<file path="config.mk">
export PLATFORM = sky130hd
export DESIGN_NAME = pixel_path_top
export DESIGN_NICKNAME = d
export VERILOG_FILES = /design/src/cnn_pixel_pkg.sv /design/src/pix_beat_if.sv /design/src/pix_bundle_if.sv /design/src/axis_skid_slice.sv /design/src/pixel_path_top.sv /design/src/pixel_word_gather.sv /design/src/pixels_shift.sv
export SDC_FILE = /design/constraint.sdc
export NUM_CORES = 1
export LEC_CHECK = 0
export ABC_AREA = 1
export BUFFER_PORTS_ARGS = -buffer_cell sky130_fd_sc_hd__buf_2
export CORE_MARGIN = 4
export CORE_UTILIZATION = 40
export DETAILED_ROUTE_END_ITERATION = 12
export HOLD_SLACK_MARGIN = 0.05
export PLACE_DENSITY = 0.65
export SLEW_MARGIN = 5
export SYNTH_ARGS = -nofsm -noshare
export SYNTH_HDL_FRONTEND = slang
export SYNTH_HIERARCHICAL = 1
export SYNTH_SLANG_ARGS = --single-unit
</file>
<file path="constraint.sdc">
create_clock -name aclk -period 3.4 [get_ports aclk]
set_input_delay 0.68 -clock aclk [delete_from_list [all_inputs] [get_ports aclk]]
set_output_delay 0.68 -clock aclk [all_outputs]
set_load 0.03 [all_outputs]
</file>
<file path="src/cnn_pixel_pkg.sv">
package cnn_pixel_pkg;

  // pixel datapath widths
  localparam int WORD_WIDTH = 8;
  localparam int UNITS      = 2;  // words seen by one group of processing units
  localparam int COPIES     = 2;
  localparam int KH_MAX     = 3;

  // enough words so every group can slide down by KH_MAX-1
  localparam int IM_SHIFT_REGS = COPIES * UNITS + KH_MAX - 1;

  localparam int BITS_KH     = $clog2(KH_MAX);
  localparam int BITS_GATHER = $clog2(IM_SHIFT_REGS);

  // user bits that ride along with every bundle
  localparam int TUSER_WIDTH = 4;
  localparam int I_IS_MAX    = 0;
  localparam int I_IS_LRELU  = 1;

  typedef logic [WORD_WIDTH-1:0] pix_word_t;

  typedef logic [TUSER_WIDTH-1:0] pix_user_t;

  typedef logic [BITS_KH-1:0] kh_count_t;

  // word 0 sits in the lowest bits
  typedef logic [IM_SHIFT_REGS-1:0][WORD_WIDTH-1:0] pix_bundle_t;

  // indexed as [copy][unit]
  typedef logic [COPIES-1:0][UNITS-1:0][WORD_WIDTH-1:0] pix_beat_t;

endpackage

</file>
<file path="src/pix_beat_if.sv">
interface pix_beat_if;
  import cnn_pixel_pkg::*;

  logic      valid;
  logic      ready;  // also the clock enable of the shifter
  pix_beat_t data;
  pix_user_t user;

  modport src (
    output valid,
    input  ready,
    output data,
    output user
  );

  modport snk (
    input  valid,
    output ready,
    input  data,
    input  user
  );

endinterface

</file>
<file path="src/pix_bundle_if.sv">
interface pix_bundle_if;
  import cnn_pixel_pkg::*;

  logic        valid;
  logic        ready;
  pix_bundle_t bundle;
  pix_user_t   user;
  kh_count_t   shift;  // number of extra beats after the first
  logic        ones;

  modport src (
    output valid,
    input  ready,
    output bundle,
    output user,
    output shift,
    output ones
  );

  modport snk (
    input  valid,
    output ready,
    input  bundle,
    input  user,
    input  shift,
    input  ones
  );

endinterface

</file>
<file path="src/axis_skid_slice.sv">
module axis_skid_slice (
  input  logic                     aclk,
  input  logic                     rst_n,
  pix_beat_if.snk                  beat,
  output logic                     out_valid,
  input  logic                     out_ready,
  output cnn_pixel_pkg::pix_beat_t out_data,
  output cnn_pixel_pkg::pix_user_t out_user
);
  import cnn_pixel_pkg::*;

  logic      ready_r;
  logic      in_xfer;
  logic      main_valid;
  logic      main_free;
  logic      skid_valid;
  logic      skid_next;
  logic      main_next;
  pix_beat_t main_data;
  pix_user_t main_user;
  pix_beat_t skid_data;
  pix_user_t skid_user;

  assign beat.ready = ready_r;
  assign in_xfer    = beat.valid & ready_r;
  assign main_free  = out_ready | ~main_valid;  // main register empties or is empty

  // ready can only be high while the skid register is empty
  always_comb begin
    skid_next = skid_valid;
    main_next = main_valid;
    if (main_free) begin
      if (skid_valid) begin
        main_next = 1'b1;
        skid_next = 1'b0;
      end else begin
        main_next = in_xfer;
      end
    end else if (in_xfer) begin
      skid_next = 1'b1;  // beat was in flight when the output stalled
    end
  end

  always_ff @(posedge aclk) begin
    if (!rst_n) begin
      main_valid <= 1'b0;
      skid_valid <= 1'b0;
      ready_r    <= 1'b0;
    end else begin
      main_valid <= main_next;
      skid_valid <= skid_next;
      ready_r    <= ~skid_next;
    end
  end

  always_ff @(posedge aclk) begin
    if (main_free) begin
      if (skid_valid) begin
        main_data <= skid_data;
        main_user <= skid_user;
      end else if (in_xfer) begin
        main_data <= beat.data;
        main_user <= beat.user;
      end
    end else if (in_xfer) begin
      skid_data <= beat.data;
      skid_user <= beat.user;
    end
  end

  assign out_valid = main_valid;
  assign out_data  = main_data;
  assign out_user  = main_user;

endmodule

</file>
<file path="src/pixel_path_top.sv">
module pixel_path_top (
  input  logic                     aclk,
  input  logic                     rst_n,
  input  logic                     in_valid,
  output logic                     in_ready,
  input  cnn_pixel_pkg::pix_word_t in_data,
  input  cnn_pixel_pkg::pix_user_t in_user,
  input  cnn_pixel_pkg::kh_count_t in_shift,
  input  logic                     in_ones,
  output logic                     out_valid,
  input  logic                     out_ready,
  output cnn_pixel_pkg::pix_beat_t out_data,
  output cnn_pixel_pkg::pix_user_t out_user
);

  pix_bundle_if bundle_if ();
  pix_beat_if   beat_if ();

  // serial words into one bundle of shift registers
  pixel_word_gather pixel_word_gather_i (
    .aclk     (aclk),
    .rst_n    (rst_n),
    .in_valid (in_valid),
    .in_ready (in_ready),
    .in_data  (in_data),
    .in_user  (in_user),
    .in_shift (in_shift),
    .in_ones  (in_ones),
    .bundle   (bundle_if.src)
  );

  // shift+1 beats per bundle, split into copy groups
  pixels_shift pixels_shift_i (
    .aclk   (aclk),
    .rst_n  (rst_n),
    .bundle (bundle_if.snk),
    .beat   (beat_if.src)
  );

  axis_skid_slice axis_skid_slice_i (
    .aclk      (aclk),
    .rst_n     (rst_n),
    .beat      (beat_if.snk),
    .out_valid (out_valid),
    .out_ready (out_ready),
    .out_data  (out_data),
    .out_user  (out_user)
  );

endmodule

</file>
<file path="src/pixel_word_gather.sv">
module pixel_word_gather (
  input  logic                     aclk,
  input  logic                     rst_n,
  input  logic                     in_valid,
  output logic                     in_ready,
  input  cnn_pixel_pkg::pix_word_t in_data,
  input  cnn_pixel_pkg::pix_user_t in_user,
  input  cnn_pixel_pkg::kh_count_t in_shift,
  input  logic                     in_ones,
  pix_bundle_if.src                bundle
);
  import cnn_pixel_pkg::*;

  logic [BITS_GATHER-1:0] word_cnt;
  logic                   last_word;
  logic                   running;
  logic                   full;
  logic                   in_xfer;
  pix_bundle_t            words;
  pix_user_t              user_r;
  kh_count_t              shift_r;
  logic                   ones_r;

  assign last_word = (word_cnt == BITS_GATHER'(IM_SHIFT_REGS - 1));
  assign in_ready  = running & ~full;  // single bundle buffer, no overlap with the handoff
  assign in_xfer   = in_valid & in_ready;

  always_ff @(posedge aclk) begin
    if (!rst_n) begin
      running  <= 1'b0;
      full     <= 1'b0;
      word_cnt <= '0;
    end else begin
      running <= 1'b1;  // keeps in_ready low for the reset cycles
      if (in_xfer) begin
        if (last_word) begin
          word_cnt <= '0;
          full     <= 1'b1;
        end else begin
          word_cnt <= word_cnt + 1'b1;
        end
      end else if (full && bundle.ready) begin
        full <= 1'b0;
      end
    end
  end

  // slots and sideband are only written while the buffer is empty
  always_ff @(posedge aclk) begin
    if (in_xfer) begin
      words[word_cnt] <= in_data;
      if (last_word) begin
        user_r  <= in_user;
        shift_r <= in_shift;
        ones_r  <= in_ones;
      end
    end
  end

  assign bundle.valid  = full;
  assign bundle.bundle = words;
  assign bundle.user   = user_r;
  assign bundle.shift  = shift_r;
  assign bundle.ones   = ones_r;

endmodule

</file>
<file path="src/pixels_shift.sv">
module pixels_shift (
  input  logic      aclk,
  input  logic      rst_n,
  pix_bundle_if.snk bundle,
  pix_beat_if.src   beat
);
  import cnn_pixel_pkg::*;

  logic        clken;
  logic        count_last;
  logic        count_en;
  kh_count_t   count;
  pix_bundle_t words;
  logic        valid_r;
  pix_user_t   user_r;
  logic        ones_r;
  logic        split;
  pix_beat_t   groups;

  assign clken = beat.ready;  // downstream stall freezes the whole stage

  // at zero a new bundle may be loaded, otherwise keep sliding the held one
  assign count_last   = (count == '0);
  assign count_en     = clken & (count_last ? bundle.valid : 1'b1);
  assign bundle.ready = clken & count_last;

  always_ff @(posedge aclk) begin
    if (!rst_n) begin
      count <= '0;
      words <= '0;
    end else if (count_en) begin
      if (count_last) begin
        count <= bundle.shift;
        words <= bundle.bundle;
      end else begin
        count <= count - 1'b1;
        words <= words >> WORD_WIDTH;  // zero words enter from the top
      end
    end
  end

  // valid only changes at a bundle boundary and stays up while sliding
  always_ff @(posedge aclk) begin
    if (!rst_n) begin
      valid_r <= 1'b0;
    end else if (bundle.ready) begin
      valid_r <= bundle.valid;
    end
  end

  always_ff @(posedge aclk) begin
    if (bundle.valid && bundle.ready) begin
      user_r <= bundle.user;
      ones_r <= bundle.ones;
    end
  end

  // max-pool needs a separate window per copy, every other mode broadcasts group 0
  assign split = user_r[I_IS_MAX] & ~ones_r;

  always_comb begin
    for (int c = 0; c < COPIES; c++) begin
      if (split) begin
        groups[c] = words[c*UNITS +: UNITS];
      end else begin
        groups[c] = words[UNITS-1:0];
      end
    end
  end

  assign beat.valid = valid_r;
  assign beat.data  = groups;
  assign beat.user  = user_r;

endmodule

</file>
==> metrics <==
run status=complete, no violations; number of antenna repair diodes=0; leading cell type by number of instances after synthesis=nand2_1; Max IR drop VDD=299 uV; number of standard cells after synthesis=767; Post-CTS Resized=0; Critical Path Start Type=flip-flop; Storage cell area=5140 um2; Clk network pwr share=0.431; signed area change from the synthesized netlist to the final layout=11.9%; RSZ-0062 raised after global routing=no; gp weighted congestion=0.774; initial core utilization=0.405; post-layout minimum cycle time=2040 ps; fmax=491 MHz; signal arrival time at the worst endpoint=1360 ps; maximum number of pins on one net before global-route repair=87; sort of element at the end of the critical path=output port; cell at the root of the clock tree=clkbuf_16; cell-internal power=~3.6 mW; CP Class=flip-flop to output port; post-synth top area share=0.523; vias in the first global route=4417; antenna violations before repair=0; final net count=roughly 820; filler cell count in the final layout=1754; final hold violation count=0; cts hold-fix bufs=0; highest fanout seen on the critical path=11; setup bufs post-CTS=0; switching power of the nets=0.891 mW; cell area after synthesis=7580 um2; post-synthesis register bit count=~190; cell type with the largest total area after synthesis=edfxtp_1; actual slew at the worst max-slew pin=873 ps; clk sinks=191; violation count after the first detailed-routing iteration=438; post-detail-place hpwl=about 8.6 mm; post-DR wirelength/cell=12.9 um; leading cell types by count after synthesis=nand2_1 (285), edfxtp_1 (132), nor2_1 (93); net count of the mapped netlist=786; share of power burned in combinational logic=0.013; layout cell share with drive strength beyond 1=0.130; required time of the critical path=2720 ps; Hold WS=421 ps; register area share after synthesis=0.678; headroom to the max-slew limit=0.417; Netlist cell types=24; mean instance size in the synthesized netlist=9.89 um2; Chip Height=146 um; fraction of the cycle the final worst path needs=0.599; global-route wire length before repair=22.3 mm; number of antenna-violating nets in the routed design=0; Cell Pwr Density=526 nW/um2; Placed Instances=about 1000; final setup vio count=0; Core Rows=50; classification of the worst-slack hold path=flip-flop to flip-flop; part of the power in registers=0.557; Non-Filler Instances=1047; Routed WL=about 13 mm; max-slew violation total from the final report=0; total negative setup slack=0 ps; total gr overflow=0; H-tree levels=4; Sw Share=0.200; later-pin clock latency in the skew report=430 ps; Bufs on Longest Clock Path=2; vias after detailed routing=approximately 4800; clock transition at the registers of the reported paths=70 ps; warnings from Yosys=6; largest clock skew in the final design=between 7 and 8 ps; total die area=21200 um2; port bufs=56; drt drc=0; core area=approximately 19000 um2; Static Leak=3.65 nW; clock tree from TritonCTS=yes; length of the first detailed-routing pass in iterations=4; Via density=4.58; area taken by multi-input logic gates=1890 um2; Die X-Extent=146 um; number of synthesized flops with an enable pin=~130; boundary pin count=57; combined global-route utilization of all metal layers=0.131; biggest area contributors in the synthesized netlist=edfxtp_1 (52%), dfxtp_1 (16%), nand2_1 (14%); share of async-settable or async-resettable flops after synthesis=0; number of clock buffers inserted by TritonCTS=17; dominant synthesized flop cell=edfxtp_1; Max Cap Viol=0
==> power by group through the flow <==
stage,registers (mW),clock network [mW],logic [mW]
6_report,2.48,1.92,0.0559
3_5_place_dp,2.53,0,0.0567
4_1_cts,2.48,1.96,0.0568
2_1_floorplan,2.53,0,0.0270
3_3_place_gp,2.53,0,0.0560
5_1_grt,2.48,2.05,0.0624
==> layer usage <==
metal / GRT usage / up-vias / share of wire
li1: - / 2507 / -
met1: 0.177 / 2181 / 0.49
met2: 0.205 / 94 / 0.46
met3: 0.0358 / 10 / 0.044
met4: 0.0427 / 0 / 0.012
met5: 0 / - / 0
==> kinds of logic after synthesis <==
| family | synth area share |
|---|---|
| and+or+nand+nor | 0.205 |
| DFF | 0.678 |
| buffers and inverters | 0.0731 |
| AOI/OAI and AO/OA | 0.0435 |
==> layout by cell type, fill, tap and decap left out, drive strengths merged, types with 5 or more instances in the layout <==
master / instances
nand2: 288
nand4: 9
nor2: 96
buf: 65
dfxtp: 59
clkinv: 7
clkinvlp: 5
a21oi: 15
edfxtp: 132
inv: 62
o21ai: 51
clkbuf: 17
==> worst max-delay path, stage by stage, from the launching register on <==
cell	delay (ps)
dfxtp_1	550
inv_2	110
nand2_1	70
inv_1	30
buf_2	160
==> final timing paths <==
path,startpoint,endpoint,slack [ps],depth (start not counted)
min reg2reg,pixel_word_gather_i/bundle.user[2],pixels_shift_i/beat.user[2],420,0
max reg2reg,axis_skid_slice_i/beat.ready,axis_skid_slice_i/out_user[3],1540,5
min,pixel_word_gather_i/bundle.user[2],pixels_shift_i/beat.user[2],420,0
max,pixel_word_gather_i/bundle.valid,in_ready,1360,4
==> per-stage QoR <==
stage / utilization / worst slack (ps) / power, mW / cell area [um2]
floorplan: - / 510 / 2.56 / 7580
global placement: 0.423 / 1420 / 2.59 / 7920
detailed placement: 0.423 / 1400 / 2.59 / 7920
CTS: 0.454 / 1330 / 4.49 / 8480
global route: 0.454 / 1240 / 4.60 / 8480
finish: 0.454 / 1360 / 4.46 / 8480
==> registers in the layout (all words and copies together), names as in the netlist, 16 cells and up <==
name and cells:
pixel_word_gather_i/bundle.bundle 48, axis_skid_slice_i/out_data 32, axis_skid_slice_i/skid_data 32, pixels_shift_i/words 32, pixels_shift_i/beat.data 16
==> layout make-up <==
type / count / share of cell area
Inverter: 61 / 0.0279
Timing Repair Buffer: 65 / 0.0410
Sequential cell: 191 / 0.606
Multi-Input combinational cell: 464 / 0.223
Clock inverter: 15 / 0.0170
Clock buffer: 17 / 0.0501
Tap cell: 234 / 0.0345
Power figures use the tool's default switching activity.
